[src/logic/race_pkg.sv]
package race_pkg;

    typedef logic [9:0]  coord_t;
    typedef logic [12:0] cell_addr_t;
    typedef logic [1:0]  cell_color_t;  // 0 road, 1 grass, 2 kerb, 3 wall
    typedef logic [11:0] rgb_t;

    typedef enum logic [2:0] {
        IDLE      = 3'd0,
        SETTING   = 3'd1,
        COUNTDOWN = 3'd3,
        RACING    = 3'd4,
        PAUSE     = 3'd5,
        FINISH    = 3'd6
    } game_state_t;

    // 640x480 at 25 MHz
    localparam int H_ACTIVE = 640, H_TOTAL = 800, H_SYNC_START = 656, H_SYNC_LEN = 96;
    localparam int V_ACTIVE = 480, V_TOTAL = 525, V_SYNC_START = 490, V_SYNC_LEN = 2;

    // screen layout
    localparam int HALF_W = 320, HUD_TOP = 360, MINIMAP_X0 = 240, MINIMAP_X1 = 400;
    localparam int VIEW_OFS_X = 40, VIEW_OFS_Y = 45, SELF_CX = 160, SELF_CY = 180;
    localparam int CAR_HALF = 37, DOT_HALF = 6;
    localparam int MAP_W_CELLS = 80, MAP_H_CELLS = 60, CELL_SHIFT = 3;  // 8 units per cell
    localparam int MAP_W = 640, MAP_H = 480;

    localparam rgb_t COL_LOBBY = 12'hBEB, COL_FINISH = 12'h222, COL_SEPARATOR = 12'hFFF;
    localparam rgb_t COL_HUD = 12'h444, COL_OUT_BOUND = 12'h6B4;
    localparam rgb_t COL_P1 = 12'hF00, COL_P2 = 12'h00F;
    localparam rgb_t COL_P1_WIN = 12'hFAA, COL_P2_WIN = 12'hAAF;
    localparam rgb_t PALETTE [0:3] = '{12'h888, 12'h2A2, 12'hFFF, 12'h000};

    localparam int PIPE_LATENCY = 2;  // scan position to rgb

    // bit positions in the pixel flag word
    localparam int FLAG_OUT_OF_MAP = 4, FLAG_SELF_BOX = 3, FLAG_ENEMY_BOX = 2;
    localparam int FLAG_P1_DOT = 1, FLAG_P2_DOT = 0;

endpackage

[src/logic/scan_if.sv]
`timescale 1ns/10ps

interface scan_if import race_pkg::*; ();

    coord_t x;
    coord_t y;
    logic   active;     // inside the 640x480 window
    logic   left_half;  // player 1 side

    modport source (
        output x, y, active, left_half
    );

    modport sink (
        input x, y, active, left_half
    );

endinterface

[src/logic/vga_timing.sv]
`timescale 1ns/10ps

module vga_timing import race_pkg::*; (
    input  logic   clk_25MHz,
    input  logic   rst,
    scan_if.source scan,
    output logic   hsync,
    output logic   vsync
);

    coord_t h_cnt;
    coord_t v_cnt;
    logic   h_wrap;

    assign h_wrap = (h_cnt == coord_t'(H_TOTAL - 1));

    always_ff @(posedge clk_25MHz) begin
        if (rst) begin
            h_cnt <= '0;
            v_cnt <= '0;
        end else begin
            if (h_wrap) begin
                h_cnt <= '0;
                // next line, or back to top of frame
                if (v_cnt == coord_t'(V_TOTAL - 1)) begin
                    v_cnt <= '0;
                end else begin
                    v_cnt <= v_cnt + 1'b1;
                end
            end else begin
                h_cnt <= h_cnt + 1'b1;
            end
        end
    end

    assign scan.x         = h_cnt;
    assign scan.y         = v_cnt;
    assign scan.active    = (h_cnt < coord_t'(H_ACTIVE)) && (v_cnt < coord_t'(V_ACTIVE));
    assign scan.left_half = (h_cnt < coord_t'(HALF_W));

    // raw active-low syncs that the mixer aligns later
    assign hsync = !((h_cnt >= coord_t'(H_SYNC_START)) &&
                     (h_cnt < coord_t'(H_SYNC_START + H_SYNC_LEN)));
    assign vsync = !((v_cnt >= coord_t'(V_SYNC_START)) &&
                     (v_cnt < coord_t'(V_SYNC_START + V_SYNC_LEN)));

endmodule

[src/flat_wrapper.sv]
// flat-port wrapper written by rule: the top's interface ports become plain ports
module vga_timing_flat import race_pkg::*;
  (clk_25MHz, rst, hsync, vsync, scan_x, scan_y, scan_active, scan_left_half);
  scan_if scan_i ();
  input  logic clk_25MHz;
  input  logic rst;
  output logic hsync;
  output logic vsync;
  output wire logic [$bits(scan_i.x)-1:0] scan_x;
  output wire logic [$bits(scan_i.y)-1:0] scan_y;
  output wire logic [$bits(scan_i.active)-1:0] scan_active;
  output wire logic [$bits(scan_i.left_half)-1:0] scan_left_half;
  assign scan_x = scan_i.x;
  assign scan_y = scan_i.y;
  assign scan_active = scan_i.active;
  assign scan_left_half = scan_i.left_half;
  vga_timing u_core (.clk_25MHz(clk_25MHz), .rst(rst), .scan(scan_i), .hsync(hsync), .vsync(vsync));
endmodule
[config.mk]
export PLATFORM = sky130hd
export DESIGN_NAME = vga_timing_flat
export DESIGN_NICKNAME = d
export VERILOG_FILES = /design/src/logic/race_pkg.sv /design/src/logic/scan_if.sv /design/src/logic/vga_timing.sv /design/src/flat_wrapper.sv
export SDC_FILE = /design/constraint.sdc
export NUM_CORES = 1
export LEC_CHECK = 0
export ABC_AREA = 1
export BUFFER_PORTS_ARGS = -buffer_cell sky130_fd_sc_hd__buf_2
export CELL_PAD_IN_SITES_DETAIL_PLACEMENT = 0
export CELL_PAD_IN_SITES_GLOBAL_PLACEMENT = 1
export CORE_MARGIN = 2
export CORE_UTILIZATION = 37
export CTS_BUF_LIST = sky130_fd_sc_hd__clkbuf_16
export CTS_CLUSTER_SIZE = 8
export DETAILED_ROUTE_END_ITERATION = 12
export PLACE_DENSITY = 0.74
export SLEW_MARGIN = 10
export SYNTH_ARGS = -nofsm -noshare
export SYNTH_HDL_FRONTEND = slang
export SYNTH_SLANG_ARGS = --single-unit
export TNS_END_PERCENT = 30
[constraint.sdc]
create_clock -name clk_25MHz -period 1.62 [get_ports clk_25MHz]
set_input_delay 0.324 -clock clk_25MHz [delete_from_list [all_inputs] [get_ports clk_25MHz]]
set_output_delay 0.324 -clock clk_25MHz [all_outputs]
set_load 0.005 [all_outputs]
* After elaboration in Yosys (flattened, before gate mapping)
Cells that the tools add are included.
** Operators by class
- $lt $le $gt $ge :: 7
- Reduce and logical (&&, ||, !) cells :: 6
- Add/subtract/negate cells :: 2
- Mux-type cells :: 1
- Eq/ne operators :: 2
** Operators with widths (number)
- $lt 10x9->1 const B :: 3
- $add 10x1->10 const B :: 2
- $eq 10x10->1 const B :: 2
- $lt 10x10->1 const B :: 2
- $ge 10x10->1 const B :: 1
- $ge 10x9->1 const B :: 1
- $mux 10 :: 1
- $logic_and 1x1->1 :: 3
- $logic_not 1->1 :: 2
- $reduce_or 2->1 :: 1
** Storage, ports and cells
- Output and inout port bits :: 24
- Register bits :: 20
- Input bits :: 2
- Word-level logic and storage cells :: 20

* Logic depth before layout (Yosys ltp)
Gate-level depths: netlist (run 1).
- Depth after elaboration :: 3
- Mapped depth :: 9

* Least setup slack after synthesis (run 1)
OpenSTA, ideal clock, no wires.
- Path type :: register to register
- Start :: register u_core.h_cnt[0] (netlist: u_core.scan.x[0])
- End :: register u_core.v_cnt[0] (netlist: u_core.scan.y[0])
- Required time :: 1.498 ns
- Period minus slack after synthesis :: 1.322 ns
- Cell stages (with the launch flop) :: 7
- Library setup time :: 0.122 ns
- Data arrival time :: 1.200 ns
- Slack :: 0.298 ns
- Path through :: dfxtp_1 > ha_1 > nand3_2 > nor2_4 > nand2_4 > o21ai_4 > a21oi_1
** On the way
- Longest elaborated chain between the ends :: 1
** RTL lines
- start, declared :: RTL line vga_timing.sv:11 : coord_t h_cnt;
- start signal, assigned :: RTL line vga_timing.sv:31 : h_cnt <= h_cnt + 1'b1;
- $eq 10x10->1 :: RTL line vga_timing.sv:15 : assign h_wrap = (h_cnt == coord_t'(H_TOTAL - 1));
- end signal, assigned :: RTL line vga_timing.sv:28 : v_cnt <= v_cnt + 1'b1;
- end, declared :: RTL line vga_timing.sv:12 : coord_t v_cnt;
Every way passes these cells.
A chain may end at the register's enable or synchronous reset.

* Worst setup path after layout (run 1)
- Start :: register u_core.h_cnt[8] (netlist: u_core.scan.x[8])
- End :: output port scan_active
** On the way
- Longest elaborated chain between the ends :: 2
** RTL lines
- $lt 10x10->1 :: RTL line vga_timing.sv:38 : assign scan.active = (h_cnt < coord_t'(H_ACTIVE)) && (v_cnt < coord_t'(V_ACTIVE));
- $logic_and 1x1->1 :: RTL line vga_timing.sv:38
- end, declared :: RTL line flat_wrapper.sv:11 : output wire logic [$bits(scan_i.active)-1:0] scan_active;
Every way passes these cells.

==> flow_summary.html, run 1 <==
<table>
<tr><th>Metric</th><th>Value</th></tr>
<tr><th colspan="2">Worst setup path</th></tr>
<tr><td>Startpoint type of the worst setup path</td><td>flip-flop</td></tr>
<tr><td>Category of the critical setup timing path</td><td>reg -&gt; out</td></tr>
<tr><td>Reg-to-reg slack, setup</td><td>150 ps</td></tr>
<tr><td>Critical Path End Type</td><td>output port</td></tr>
<tr><td>Critical Path Fanout Max</td><td>7</td></tr>
<tr><td>Worst path required time</td><td>1300 ps</td></tr>
<tr><td>Arrival time of the worst setup path</td><td>1220 ps</td></tr>
<tr><th colspan="2">Clocking</th></tr>
<tr><td>CTS Root Buffer Type</td><td>sky130_fd_sc_hd__clkbuf_16</td></tr>
<tr><td>Max H-tree Level</td><td>1</td></tr>
<tr><td>Clock sink count</td><td>20</td></tr>
<tr><td>Number of buffers created by CTS</td><td>3</td></tr>
<tr><td>Clock network latency to the later pin of the worst-skew pair</td><td>260 ps</td></tr>
<tr><td>Clock tree from TritonCTS</td><td>done</td></tr>
<tr><td>CTS Buffer Depth</td><td>2</td></tr>
<tr><td>Post CTS Setup Buffer Count</td><td>0</td></tr>
<tr><td>Clock input transition at the sequential cells of the worst setup and hold paths</td><td>60 ps</td></tr>
<tr><th colspan="2">Route</th></tr>
<tr><td>Detailed-routing iteration count for the pre-antenna-repair pass</td><td>4</td></tr>
<tr><td>Vias after detailed routing</td><td>1205</td></tr>
<tr><td>Number of nets with antenna violations after detailed routing</td><td>0</td></tr>
<tr><td>Routed wl met2</td><td>1390 um</td></tr>
<tr><td>Met3 wire length</td><td>125 um</td></tr>
<tr><td>Violation count after the first detailed-routing iteration</td><td>92</td></tr>
<tr><td>Met1 Routed Length</td><td>1270 um</td></tr>
<tr><td>Mean routed wirelength per cell</td><td>11.2 um</td></tr>
<tr><td>Total detailed-routing wirelength</td><td>2830 um</td></tr>
<tr><td>Via-to-Cell Ratio</td><td>4.76</td></tr>
<tr><td>Final routed DRC violation total</td><td>0</td></tr>
<tr><td>Top Layer Used</td><td>met4</td></tr>
<tr><th colspan="2">Placed design</th></tr>
<tr><td>Placed inst area</td><td>1440 um2</td></tr>
<tr><td>Placed cell count</td><td>249</td></tr>
<tr><td>HPWL reported at the end of detailed placement</td><td>2200 um</td></tr>
<tr><td>Final weighted congestion of routability-driven global placement</td><td>0.777</td></tr>
<tr><td>Number of buffers inserted by port buffering</td><td>25</td></tr>
<tr><th colspan="2">STA</th></tr>
<tr><td>Final setup skew</td><td>1.79 ps</td></tr>
<tr><td>Hold Vio Cnt, Final</td><td>0</td></tr>
<tr><td>Minimum clock period after layout</td><td>1540 ps</td></tr>
<tr><td>Fraction of the cycle the final worst path needs</td><td>95.3%</td></tr>
<tr><td>Total setup violations reported at the end of the flow</td><td>0</td></tr>
<tr><td>Final sum of negative setup slack</td><td>0 ps</td></tr>
<tr><td>Tightest hold margin</td><td>293 ps</td></tr>
<tr><td>Slew at the pin closest to its max-slew limit</td><td>336 ps</td></tr>
<tr><td>Unrepaired setup endpoints after global routing</td><td>false</td></tr>
<tr><td>Headroom to the max-slew limit</td><td>77.5%</td></tr>
<tr><td>Highest attainable clock frequency</td><td>647 MHz</td></tr>
<tr><td>Final max-slew violation count</td><td>0</td></tr>
<tr><th colspan="2">Power</th></tr>
<tr><td>P_sw</td><td>0.000227 W</td></tr>
<tr><td>Power share of the clock group</td><td>49.1%</td></tr>
<tr><td>Total power density per cell area</td><td>698 nW/um2</td></tr>
<tr><td>Internal cell power</td><td>0.000844 W</td></tr>
<tr><td>Overall power of the completed layout</td><td>0.00107 W</td></tr>
<tr><td>Combinational fraction of design power</td><td>3.8%</td></tr>
<tr><td>Sequential power share</td><td>47.2%</td></tr>
<tr><td>Maximum vdd drop</td><td>0.254 mV</td></tr>
<tr><td>Static leakage power</td><td>0.698 nW</td></tr>
<tr><td>Fraction of power spent switching nets</td><td>21.2%</td></tr>
<tr><th colspan="2">Floorplan</th></tr>
<tr><td>Standard-cell rows</td><td>20</td></tr>
<tr><td>Die Height</td><td>61.5 um</td></tr>
<tr><td>Starting density of the core</td><td>39.5%</td></tr>
<tr><td>Die span in x</td><td>61.5 um</td></tr>
<tr><td>Number of ports placed on the die boundary</td><td>26</td></tr>
<tr><td>Total Die Area</td><td>3790 um2</td></tr>
<tr><td>Core area</td><td>3100 um2</td></tr>
<tr><th colspan="2">Logic synthesis</th></tr>
<tr><td>Sequential share of the synthesized area</td><td>32.7%</td></tr>
<tr><td>Main flop type after synthesis</td><td>sky130_fd_sc_hd__dfxtp_1</td></tr>
<tr><td>Yosys synthesis warning count</td><td>0</td></tr>
<tr><td>Synthesized netlist net count</td><td>182</td></tr>
<tr><td>Portion of synthesized cell area occupied by the leading cell type</td><td>32.7%</td></tr>
<tr><td>Average size of a mapped cell</td><td>6.96 um2</td></tr>
<tr><td>Post-Syn Area</td><td>1220 um2</td></tr>
<tr><td>Largest area contributor in the synthesized netlist</td><td>sky130_fd_sc_hd__dfxtp_1</td></tr>
<tr><td>Largest cells by area after synthesis</td><td>sky130_fd_sc_hd__dfxtp_1, sky130_fd_sc_hd__nand2_1, sky130_fd_sc_hd__inv_1</td></tr>
<tr><td>Number of enable flip-flop cells after synthesis</td><td>0</td></tr>
<tr><td>Number of flip-flops and latches in the synthesized netlist</td><td>20</td></tr>
<tr><td>Instance count of the mapped netlist</td><td>176</td></tr>
<tr><td>Async set-reset flop share out of synthesis</td><td>0%</td></tr>
<tr><td>Synth unique cells</td><td>28</td></tr>
<tr><th colspan="2">Finish</th></tr>
<tr><td>Leading cell types in the layout, fill and taps excluded</td><td>sky130_fd_sc_hd__nand2_1, sky130_fd_sc_hd__inv_1, sky130_fd_sc_hd__buf_2</td></tr>
<tr><td>Most common library cell in the layout ignoring fill and taps</td><td>sky130_fd_sc_hd__nand2_1</td></tr>
<tr><td>Total inserted antenna cells</td><td>0</td></tr>
<tr><td>Share of final-layout standard cells stronger than drive strength 1</td><td>28.7%</td></tr>
<tr><td>Number of nets in the layout</td><td>216</td></tr>
<tr><td>Number of standard cells in the final layout excluding fillers</td><td>253</td></tr>
<tr><td>Finished Cell Area</td><td>1530 um2</td></tr>
<tr><td>Layout Area Growth over Synthesis</td><td>25.2%</td></tr>
<tr><th colspan="2">GRT</th></tr>
<tr><td>Largest net degree at the start of global routing</td><td>12</td></tr>
<tr><td>Initial antenna violation count</td><td>0</td></tr>
<tr><td>First-pass GRT wire length</td><td>4830 um</td></tr>
<tr><td>Via count of the first global-routing pass</td><td>1146</td></tr>
<tr><td>Global route overflow</td><td>0</td></tr>
<tr><td>Overall Global Routing Usage</td><td>17.5%</td></tr>
<tr><th colspan="2">Status</th></tr>
<tr><td>Outcome</td><td>completed</td></tr>
<tr><th colspan="2">Job</th></tr>
<tr><td>Reported max-cap violation count</td><td>0</td></tr>
<tr><th colspan="2">Worst hold path</th></tr>
<tr><td>Path type of the worst min-delay path</td><td>in -&gt; reg</td></tr>
</table>
-- synthesized netlist by cell type, types with 2 or more instances --
cell	instances
sky130_fd_sc_hd__nand2_1	39
sky130_fd_sc_hd__inv_1	27
sky130_fd_sc_hd__nor2_1	24
sky130_fd_sc_hd__dfxtp_1	20
sky130_fd_sc_hd__nand3_1	15
sky130_fd_sc_hd__a21oi_1	7
sky130_fd_sc_hd__nor2_2	5
sky130_fd_sc_hd__ha_1	4
sky130_fd_sc_hd__nand2_2	4
sky130_fd_sc_hd__nor3_1	4
sky130_fd_sc_hd__nand4_1	3
sky130_fd_sc_hd__o21ai_0	3
sky130_fd_sc_hd__xor2_1	3
sky130_fd_sc_hd__inv_2	2
sky130_fd_sc_hd__nand3_2	2
sky130_fd_sc_hd__nor3b_2	2
-- critical path, stage by stage, from the launching register on --
cell and delay [ps]:
sky130_fd_sc_hd__dfxtp_2 360, sky130_fd_sc_hd__nand2_2 120, sky130_fd_sc_hd__inv_2 50, sky130_fd_sc_hd__nor4_2 270, sky130_fd_sc_hd__buf_2 160
-- path summary, 6_finish.rpt --
path	cells after the start	to	start
setup / recovery	4	scan_active	u_core.scan.x[8]
setup reg to reg	6	u_core.scan.y[0]	u_core.scan.x[0]
hold / removal	2	u_core.scan.y[7]	rst
hold reg to reg	1	u_core.scan.x[0]	u_core.scan.x[0]
-- sequential cells by signal, indices dropped and copies added (netlist names) --
register,flops
u_core.scan.y,10
u_core.scan.x,10
-- timing repair --
item	in CTS	in global routing
gates resized for setup	2	3
hold buffers	0	0
endpoints found under the hold margin	0	0
setup endpoints to repair	1	2
-- power groups by stage --
stage,logic [W],registers (W),clock network [W]
global route,0.0000469,0.000506,0.000560
finish,0.0000403,0.000505,0.000526
global placement,0.0000404,0.000515,0
CTS,0.0000413,0.000505,0.000535
detailed placement,0.0000411,0.000516,0
floorplan,0.0000265,0.000516,0
-- per-layer routing --
metal | vias up | GRT usage (%)
met5 | - | 0
met2 | 34 | 29.9
met1 | 546 | 21.1
met4 | 0 | 7.29
met3 | 5 | 3.78
li1 | 620 | -
-- cells by family (layout without fill, tap and decap cells) --
logic type      Yosys count  after routing  synth area share [%]
flops                    20             20                  32.7
compound gates           15             15                  8.38
simple gates            105            105                  43.8
buf+inv                  29             62                  8.89
fa+ha+maj                 4              4                  4.09
xor+xnor                  3              3                  2.15
-- area by class of cell --
class | count | area (um2)
repair buffers | 29 | 155
fillers | 348 | 1570
clock inverters | 1 | 3.75
well taps | 44 | 55.1
flip-flops and latches | 20 | 403
clock buffers | 3 | 75.1
multi-input cells | 127 | 733
inverters | 29 | 109
-- metrics by stage --
stage | worst slack (ps) | util [%]
final | 75.6 | 49.4
after global routing | 0.727 | 49.4
after CTS | 25.2 | 49.2
after detailed placement | 154 | 46.3
after global placement | 173 | 46.3
after floorplan | 298 | -
No activity file was read; power rests on OpenSTA's default activity.
==> inputs of run 2 (changes only) <==
--- a/config.mk
+++ b/config.mk
@@ -9,6 +9,7 @@
 export BUFFER_PORTS_ARGS = -buffer_cell sky130_fd_sc_hd__buf_2
 export CELL_PAD_IN_SITES_DETAIL_PLACEMENT = 0
 export CELL_PAD_IN_SITES_GLOBAL_PLACEMENT = 1
+export CORE_ASPECT_RATIO = 0.6
 export CORE_MARGIN = 2
 export CORE_UTILIZATION = 37
 export CTS_BUF_LIST = sky130_fd_sc_hd__clkbuf_16
==> run 2 against run 1 <==
  * Register-to-register slack about the same
  * Sequential share of layout area shrank 0.18 points
  * Clock skew increased by 2.2 ps
  * Global-route usage grew 0.079 points
  * Via count down 1.3%
  * Cell count decreased by 0.40%
  * Design area rose by 1.3%
  * Clock power is 32% higher
  * Sequential power about the same
  * Critical path type unchanged
  * Critical endpoint is now hsync
  * Largest power group unchanged
==> flow_summary.html, run 2 (synthesized netlist as in run 1, its figures left out) <==
<table>
<tr><th>Metric</th><th>Value</th></tr>
<tr><th colspan="2">STA</th></tr>
<tr><td>Final max-slew violation count</td><td>0 (unchanged)</td></tr>
<tr><td>Unrepaired setup endpoints after global routing</td><td>false (unchanged)</td></tr>
<tr><td>Headroom to the max-slew limit</td><td>79.9% (was 77.5%)</td></tr>
<tr><td>Total setup violations reported at the end of the flow</td><td>0 (unchanged)</td></tr>
<tr><td>Minimum clock period after layout</td><td>1510 ps (was 1540 ps)</td></tr>
<tr><td>Slew at the pin closest to its max-slew limit</td><td>302 ps (was 336 ps)</td></tr>
<tr><td>Highest attainable clock frequency</td><td>662 MHz (was 647 MHz)</td></tr>
<tr><td>Hold Vio Cnt, Final</td><td>0 (unchanged)</td></tr>
<tr><td>Fraction of the cycle the final worst path needs</td><td>93.2% (was 95.3%)</td></tr>
<tr><td>Final sum of negative setup slack</td><td>0 ps (unchanged)</td></tr>
<tr><td>Final setup skew</td><td>4.00 ps (was 1.79 ps)</td></tr>
<tr><th colspan="2">Clocking</th></tr>
<tr><td>Clock tree from TritonCTS</td><td>done (unchanged)</td></tr>
<tr><td>CTS Buffer Depth</td><td>2 (unchanged)</td></tr>
<tr><td>Number of buffers created by CTS</td><td>3 (unchanged)</td></tr>
<tr><td>CTS Root Buffer Type</td><td>sky130_fd_sc_hd__clkbuf_16 (unchanged)</td></tr>
<tr><td>Clock sink count</td><td>20 (unchanged)</td></tr>
<tr><td>Max H-tree Level</td><td>1 (unchanged)</td></tr>
<tr><td>Clock network latency to the later pin of the worst-skew pair</td><td>260 ps (about the same)</td></tr>
<tr><td>Post CTS Setup Buffer Count</td><td>0 (unchanged)</td></tr>
<tr><td>Post-CTS Hold Fix Bufs</td><td>0 (unchanged)</td></tr>
<tr><td>Clock input transition at the sequential cells of the worst setup and hold paths</td><td>60 ps (about the same)</td></tr>
<tr><th colspan="2">Worst setup path</th></tr>
<tr><td>Depth of the most critical reg-to-reg path</td><td>8 (was 6)</td></tr>
<tr><td>Critical Path Fanout Max</td><td>5 (was 7)</td></tr>
<tr><td>Arrival time of the worst setup path</td><td>1190 ps (was 1220 ps)</td></tr>
<tr><td>Critical-path cell list</td><td>inv_1, nor3_4, o211ai_1, buf_2 (was nand2_2, inv_2, nor4_2, buf_2)</td></tr>
<tr><td>Stage delay of the slowest cell on the critical path</td><td>410 ps (was 360 ps)</td></tr>
<tr><td>Critical Path End Type</td><td>output port (unchanged)</td></tr>
<tr><td>Kind of cell adding the most delay to the critical path</td><td>flip-flops (was simple AND/OR/NAND/NOR gates)</td></tr>
<tr><td>Category of the critical setup timing path</td><td>reg -&gt; out (unchanged)</td></tr>
<tr><td>Number of gates on the worst path with buffers counted</td><td>4 (unchanged)</td></tr>
<tr><td>Cell with the biggest individual delay on the critical path</td><td>sky130_fd_sc_hd__dfxtp_1 (was sky130_fd_sc_hd__dfxtp_2)</td></tr>
<tr><td>Number of buffers and inverters on the critical path</td><td>2 (unchanged)</td></tr>
<tr><td>Startpoint type of the worst setup path</td><td>flip-flop (unchanged)</td></tr>
<tr><td>Worst path required time</td><td>1300 ps (about the same)</td></tr>
<tr><th colspan="2">GRT</th></tr>
<tr><td>Initial antenna violation count</td><td>0 (unchanged)</td></tr>
<tr><td>First-pass GRT wire length</td><td>5170 um (was 4830 um)</td></tr>
<tr><td>Via count of the first global-routing pass</td><td>1083 (was 1146)</td></tr>
<tr><td>Global route overflow</td><td>0 (unchanged)</td></tr>
<tr><td>Overall Global Routing Usage</td><td>17.6% (was 17.5%)</td></tr>
<tr><td>Largest net degree at the start of global routing</td><td>13 (was 12)</td></tr>
<tr><th colspan="2">Finish</th></tr>
<tr><td>Number of nets in the layout</td><td>214 (was 216)</td></tr>
<tr><td>Layout Area Growth over Synthesis</td><td>26.9% (was 25.2%)</td></tr>
<tr><td>Total inserted antenna cells</td><td>0 (unchanged)</td></tr>
<tr><td>Finished Cell Area</td><td>1550 um2 (was 1530 um2)</td></tr>
<tr><td>Most common library cell in the layout ignoring fill and taps</td><td>sky130_fd_sc_hd__nand2_1 (unchanged)</td></tr>
<tr><td>Leading cell types in the layout, fill and taps excluded</td><td>sky130_fd_sc_hd__nand2_1, sky130_fd_sc_hd__inv_1, sky130_fd_sc_hd__buf_2 (unchanged)</td></tr>
<tr><td>Share of final-layout standard cells stronger than drive strength 1</td><td>29.5% (was 28.7%)</td></tr>
<tr><th colspan="2">Route</th></tr>
<tr><td>Detailed-routing iteration count for the pre-antenna-repair pass</td><td>4 (unchanged)</td></tr>
<tr><td>Number of nets with antenna violations after detailed routing</td><td>0 (unchanged)</td></tr>
<tr><td>Via-to-Cell Ratio</td><td>4.72 (was 4.76)</td></tr>
<tr><td>Violation count after the first detailed-routing iteration</td><td>52 (was 92)</td></tr>
<tr><td>Total detailed-routing wirelength</td><td>3000 um (was 2830 um)</td></tr>
<tr><td>Vias after detailed routing</td><td>1189 (was 1205)</td></tr>
<tr><td>Final routed DRC violation total</td><td>0 (unchanged)</td></tr>
<tr><td>Mean routed wirelength per cell</td><td>11.9 um (was 11.2 um)</td></tr>
<tr><th colspan="2">Floorplan</th></tr>
<tr><td>Total Die Area</td><td>3800 um2 (was 3790 um2)</td></tr>
<tr><td>Core area</td><td>3200 um2 (was 3100 um2)</td></tr>
<tr><td>Die span in x</td><td>78.3 um (was 61.5 um)</td></tr>
<tr><td>Number of ports placed on the die boundary</td><td>26 (unchanged)</td></tr>
<tr><td>Die Height</td><td>48.6 um (was 61.5 um)</td></tr>
<tr><td>Starting density of the core</td><td>38.2% (was 39.5%)</td></tr>
<tr><td>Standard-cell rows</td><td>16 (was 20)</td></tr>
<tr><th colspan="2">Worst hold path</th></tr>
<tr><td>Worst Hold Depth</td><td>2 (unchanged)</td></tr>
<tr><td>Path type of the worst min-delay path</td><td>in -&gt; reg (unchanged)</td></tr>
<tr><th colspan="2">Placed design</th></tr>
<tr><td>Number of buffers inserted by port buffering</td><td>25 (unchanged)</td></tr>
<tr><td>HPWL reported at the end of detailed placement</td><td>2360 um (was 2200 um)</td></tr>
<tr><td>Final weighted congestion of routability-driven global placement</td><td>0.839 (was 0.777)</td></tr>
<tr><td>Placed inst area</td><td>1420 um2 (was 1440 um2)</td></tr>
<tr><th colspan="2">Status</th></tr>
<tr><td>Outcome</td><td>completed (unchanged)</td></tr>
<tr><th colspan="2">Power</th></tr>
<tr><td>Maximum vdd drop</td><td>0.516 mV (was 0.254 mV)</td></tr>
<tr><td>Total power density per cell area</td><td>799 nW/um2 (was 698 nW/um2)</td></tr>
<tr><td>Static leakage power</td><td>0.716 nW (was 0.698 nW)</td></tr>
<tr><th colspan="2">Job</th></tr>
<tr><td>Reported max-cap violation count</td><td>0 (unchanged)</td></tr>
</table>
-- run 2: cell types whose count changed in the layout (fill, tap and decap cells not counted) --
cell | previous run | this run
sky130_fd_sc_hd__buf_4 | 4 | 2
sky130_fd_sc_hd__bufinv_16 | 0 | 1
sky130_fd_sc_hd__clkinv_1 | 1 | 0
sky130_fd_sc_hd__dfxtp_1 | 18 | 16
sky130_fd_sc_hd__dfxtp_2 | 2 | 4
sky130_fd_sc_hd__nor3_1 | 3 | 2
sky130_fd_sc_hd__nor3_4 | 1 | 2
sky130_fd_sc_hd__nor4_1 | 0 | 1
sky130_fd_sc_hd__nor4_2 | 1 | 0
-- run 2: worst register-to-register path: stages, from the launching register on --
cell and delay, ps:
sky130_fd_sc_hd__dfxtp_1 390, sky130_fd_sc_hd__ha_1 230, sky130_fd_sc_hd__nand3_2 150, sky130_fd_sc_hd__nor2_4 150
sky130_fd_sc_hd__nand2_4 140, sky130_fd_sc_hd__nand2_8 140, sky130_fd_sc_hd__nand2_2 70, sky130_fd_sc_hd__nand2_1 70
sky130_fd_sc_hd__nor2_1 40
-- run 2: final cells by class --
cell class	count	area, um2
Timing Repair Buffer	27	140
Clock buffer	3	75.1
Tap cell	45	56.3
Clock inverter	1	30.0
Inverter	29	109
Multi-Input combinational cell	127	738
Fill cell	353	1650
Sequential cell	20	405
-- run 2: report_power, final --
| group | internal (W) | switching, W | total, W | leakage (nW) |
|---|---|---|---|---|
| clock network | 0.000491 | 0.000203 | 0.000694 | 0.0511 |
| registers | 0.000498 | 0.00000742 | 0.000505 | 0.164 |
| logic | 0.0000164 | 0.0000264 | 0.0000429 | 0.501 |
-- run 2: through the flow --
stage | cells | total power, W | hold WS [ps] | setup WS (ps) | utilization, %
global placement | 248 | 0.000556 | 452 | 166 | 44.4
CTS | 252 | 0.00126 | 296 | 25.9 | 48.0
detailed placement | 248 | 0.000559 | 485 | 129 | 44.4
finish | 252 | 0.00124 | 296 | 110 | 48.5
global route | 252 | 0.00128 | 312 | 11.3 | 48.5
floorplan | 176 | 0.000542 | 393 | 298 | -
-- run 2: worst paths after layout --
path	start	end	slack [ps]
setup reg to reg	u_core.scan.x[0]	u_core.scan.y[9]	150
setup / recovery	u_core.scan.x[7]	hsync	110
hold reg to reg	u_core.scan.x[0]	u_core.scan.x[0]	490
hold / removal	rst	u_core.scan.y[6]	300
-- run 2: repair_timing --
action                                  in CTS  in global routing
cloned                                       0                  0
endpoints found under the setup margin       2                  4
pin swaps                                    0                  1
gates resized for setup                      2                  6
-- run 2: layer usage --
layer / global-route usage (%) / routed length (um) / part of all wire (%) / vias to the layer above
met5: 0 / 0 / 0 / -
met4: 6.43 / 26 / 0.87 / 0
met3: 4.85 / 136 / 4.5 / 2
met2: 23.6 / 1160 / 39 / 28
met1: 26.4 / 1680 / 56 / 543
li1: - / - / - / 616
==> inputs of run 3 (changes only) <==
--- a/config.mk
+++ b/config.mk
@@ -9,7 +9,7 @@
 export BUFFER_PORTS_ARGS = -buffer_cell sky130_fd_sc_hd__buf_2
 export CELL_PAD_IN_SITES_DETAIL_PLACEMENT = 0
 export CELL_PAD_IN_SITES_GLOBAL_PLACEMENT = 1
-export CORE_ASPECT_RATIO = 0.6
+export CORE_ASPECT_RATIO = 1.2
 export CORE_MARGIN = 2
 export CORE_UTILIZATION = 37
 export CTS_BUF_LIST = sky130_fd_sc_hd__clkbuf_16
==> constraint.sdc (replaced) <==
create_clock -name clk_25MHz -period 1.7 [get_ports clk_25MHz]
set_input_delay 0.34 -clock clk_25MHz [delete_from_list [all_inputs] [get_ports clk_25MHz]]
set_output_delay 0.34 -clock clk_25MHz [all_outputs]
set_load 0.005 [all_outputs]
==> run 3 against run 2 <==
  * Via count grew 1.2%
  * Hold slack gained 32 ps
  * Routed wire length shrank 6.7%
  * Sequential power shrank 4.8%
  * Design area shrank 3.4%
  * Critical path depth is the same
  * Clock power shrank 29%
  * Utilization shrank 0.25 points
  * Power shrank 19%
  * Global-route usage shrank 1.5 points
  * Critical path type unchanged
  * Critical endpoint is now scan_active
==> flow_summary.html, run 3 (synthesized netlist as in run 1, its figures left out) <==
<table>
<tr><th>Metric</th><th>Value</th></tr>
<tr><th colspan="2">GRT</th></tr>
<tr><td>Global route overflow</td><td>0 (unchanged)</td></tr>
<tr><td>Largest net degree at the start of global routing</td><td>12 (was 13)</td></tr>
<tr><td>Overall Global Routing Usage</td><td>16.1% (was 17.6%)</td></tr>
<tr><td>Initial antenna violation count</td><td>0 (unchanged)</td></tr>
<tr><td>First-pass GRT wire length</td><td>4740 um (was 5170 um)</td></tr>
<tr><td>Via count of the first global-routing pass</td><td>1119 (was 1083)</td></tr>
<tr><th colspan="2">Clocking</th></tr>
<tr><td>CTS Buffer Depth</td><td>2 (unchanged)</td></tr>
<tr><td>Post CTS Setup Buffer Count</td><td>0 (unchanged)</td></tr>
<tr><td>Clock network latency to the later pin of the worst-skew pair</td><td>250 ps (was 260 ps)</td></tr>
<tr><td>Max H-tree Level</td><td>1 (unchanged)</td></tr>
<tr><td>Clock input transition at the sequential cells of the worst setup and hold paths</td><td>60 ps (about the same)</td></tr>
<tr><td>Number of buffers created by CTS</td><td>3 (unchanged)</td></tr>
<tr><td>Clock sink count</td><td>20 (unchanged)</td></tr>
<tr><td>Clock tree from TritonCTS</td><td>done (unchanged)</td></tr>
<tr><td>CTS Root Buffer Type</td><td>sky130_fd_sc_hd__clkbuf_16 (unchanged)</td></tr>
<tr><th colspan="2">Finish</th></tr>
<tr><td>Number of standard cells in the final layout excluding fillers</td><td>243 (was 252)</td></tr>
<tr><td>Layout Area Growth over Synthesis</td><td>22.6% (was 26.9%)</td></tr>
<tr><td>Share of the core filled with cells</td><td>48.3% (was 48.5%)</td></tr>
<tr><td>Share of final-layout standard cells stronger than drive strength 1</td><td>27.1% (was 29.5%)</td></tr>
<tr><td>Finished Cell Area</td><td>1500 um2 (was 1550 um2)</td></tr>
<tr><td>Leading cell types in the layout, fill and taps excluded</td><td>sky130_fd_sc_hd__nand2_1, sky130_fd_sc_hd__inv_1, sky130_fd_sc_hd__buf_2 (unchanged)</td></tr>
<tr><td>Most common library cell in the layout ignoring fill and taps</td><td>sky130_fd_sc_hd__nand2_1 (unchanged)</td></tr>
<tr><td>Total inserted antenna cells</td><td>0 (unchanged)</td></tr>
<tr><td>Number of nets in the layout</td><td>214 (unchanged)</td></tr>
<tr><th colspan="2">Floorplan</th></tr>
<tr><td>Standard-cell rows</td><td>22 (was 16)</td></tr>
<tr><td>Core area</td><td>3110 um2 (was 3200 um2)</td></tr>
<tr><td>Die span in x</td><td>56.5 um (was 78.3 um)</td></tr>
<tr><td>Total Die Area</td><td>3790 um2 (was 3800 um2)</td></tr>
<tr><td>Starting density of the core</td><td>39.4% (was 38.2%)</td></tr>
<tr><td>Die Height</td><td>67.0 um (was 48.6 um)</td></tr>
<tr><td>Number of ports placed on the die boundary</td><td>26 (unchanged)</td></tr>
<tr><th colspan="2">Worst setup path</th></tr>
<tr><td>Category of the critical setup timing path</td><td>reg -&gt; out (unchanged)</td></tr>
<tr><td>Startpoint type of the worst setup path</td><td>flip-flop (unchanged)</td></tr>
<tr><td>Worst path required time</td><td>1360 ps (was 1300 ps)</td></tr>
<tr><td>Arrival time of the worst setup path</td><td>1250 ps (was 1190 ps)</td></tr>
<tr><td>Critical Path End Type</td><td>output port (unchanged)</td></tr>
<tr><td>Critical Path Fanout Max</td><td>6 (was 5)</td></tr>
<tr><th colspan="2">STA</th></tr>
<tr><td>Final sum of negative setup slack</td><td>0 ps (unchanged)</td></tr>
<tr><td>Highest attainable clock frequency</td><td>627 MHz</td></tr>
<tr><td>Total setup violations reported at the end of the flow</td><td>0 (unchanged)</td></tr>
<tr><td>Unrepaired setup endpoints after global routing</td><td>true (was false)</td></tr>
<tr><td>Hold Vio Cnt, Final</td><td>0 (unchanged)</td></tr>
<tr><td>Final setup skew</td><td>1.57 ps (was 4.00 ps)</td></tr>
<tr><td>Minimum clock period after layout</td><td>1590 ps</td></tr>
<tr><td>Fraction of the cycle the final worst path needs</td><td>93.8%</td></tr>
<tr><td>Tightest hold margin</td><td>327 ps (was 296 ps)</td></tr>
<tr><td>Slew at the pin closest to its max-slew limit</td><td>282 ps (was 302 ps)</td></tr>
<tr><td>Headroom to the max-slew limit</td><td>81.0% (was 79.9%)</td></tr>
<tr><td>Final max-slew violation count</td><td>0 (unchanged)</td></tr>
<tr><th colspan="2">Route</th></tr>
<tr><td>Number of nets with antenna violations after detailed routing</td><td>0 (unchanged)</td></tr>
<tr><td>Via-to-Cell Ratio</td><td>4.95 (was 4.72)</td></tr>
<tr><td>Violation count after the first detailed-routing iteration</td><td>51 (was 52)</td></tr>
<tr><td>Mean routed wirelength per cell</td><td>11.5 um (was 11.9 um)</td></tr>
<tr><td>Vias after detailed routing</td><td>1203 (was 1189)</td></tr>
<tr><td>Total detailed-routing wirelength</td><td>2800 um (was 3000 um)</td></tr>
<tr><td>Detailed-routing iteration count for the pre-antenna-repair pass</td><td>4 (unchanged)</td></tr>
<tr><td>Final routed DRC violation total</td><td>0 (unchanged)</td></tr>
<tr><th colspan="2">Placed design</th></tr>
<tr><td>Final weighted congestion of routability-driven global placement</td><td>0.809 (was 0.839)</td></tr>
<tr><td>Placed cell count</td><td>239 (was 248)</td></tr>
<tr><td>Placed inst area</td><td>1410 um2 (was 1420 um2)</td></tr>
<tr><td>HPWL reported at the end of detailed placement</td><td>2220 um (was 2360 um)</td></tr>
<tr><td>Number of buffers inserted by port buffering</td><td>25 (unchanged)</td></tr>
<tr><th colspan="2">Worst hold path</th></tr>
<tr><td>Path type of the worst min-delay path</td><td>in -&gt; reg (unchanged)</td></tr>
<tr><th colspan="2">Power</th></tr>
<tr><td>Static leakage power</td><td>0.702 nW (was 0.716 nW)</td></tr>
<tr><td>Total power density per cell area</td><td>673 nW/um2 (was 799 nW/um2)</td></tr>
<tr><td>Maximum vdd drop</td><td>0.343 mV (was 0.516 mV)</td></tr>
<tr><th colspan="2">Job</th></tr>
<tr><td>Reported max-cap violation count</td><td>0 (unchanged)</td></tr>
<tr><th colspan="2">Status</th></tr>
<tr><td>Outcome</td><td>completed (unchanged)</td></tr>
</table>
-- run 3: area by class of cell --
cell class              count  area [um2]
fillers                   354        1610
inverters                  29         109
flip-flops and latches     20         402
clock buffers               3        75.1
well taps                  36        45.0
clock inverters             1        3.75
multi-input cells         127         727
repair buffers             27         140
-- run 3: routing by layer --
layer | share of wire [%] | GRT usage [%] | vias to the layer above
met1 | 43 | 17.6 | 558
met4 | 1.6 | 10.1 | 0
li1 | - | - | 616
met3 | 3.8 | 2.14 | 4
met5 | 0 | 0 | -
met2 | 52 | 29.1 | 25
-- run 3: where the power goes --
part / total, W / internal (W) / switching (W)
clock: 0.000490 / 0.000313 / 0.000177
sequential: 0.000481 / 0.000475 / 0.00000662
combinational: 0.0000386 / 0.0000151 / 0.0000234
-- run 3: stage by stage --
| step | power [W] | setup slack, ps |
|---|---|---|
| final | 0.00101 | 106 |
| after global routing | 0.00106 | -6.05 |
| after CTS | 0.00103 | 54.7 |
| after detailed placement | 0.000531 | 218 |
| after global placement | 0.000530 | 243 |
| after floorplan | 0.000517 | 378 |
-- run 3: what timing repair did --
| item | in CTS | in global routing |
|---|---|---|
| hold endpoints to repair | 0 | 0 |
| resized for setup | 0 | 3 |
| setup endpoints to repair | 0 | 3 |
| hold buffers | 0 | 0 |
-- run 3: path summary, 6_finish.rpt --
| path | from | end | slack [ps] | depth (start not counted) |
|---|---|---|---|---|
| min reg2reg | u_core.scan.x[0] | u_core.scan.x[0] | 470 | 1 |
| max reg2reg | u_core.scan.x[0] | u_core.scan.y[0] | 220 | 6 |
| max | u_core.scan.y[5] | scan_active | 110 | 4 |
| min | rst | u_core.scan.y[7] | 330 | 2 |
-- run 3: worst max-delay path, cell delays in order, from the launching register on --
cell                      delay, ps
sky130_fd_sc_hd__dfxtp_1        410
sky130_fd_sc_hd__inv_1          110
sky130_fd_sc_hd__nor3_4         260
sky130_fd_sc_hd__nor4_1          80
sky130_fd_sc_hd__buf_2          140
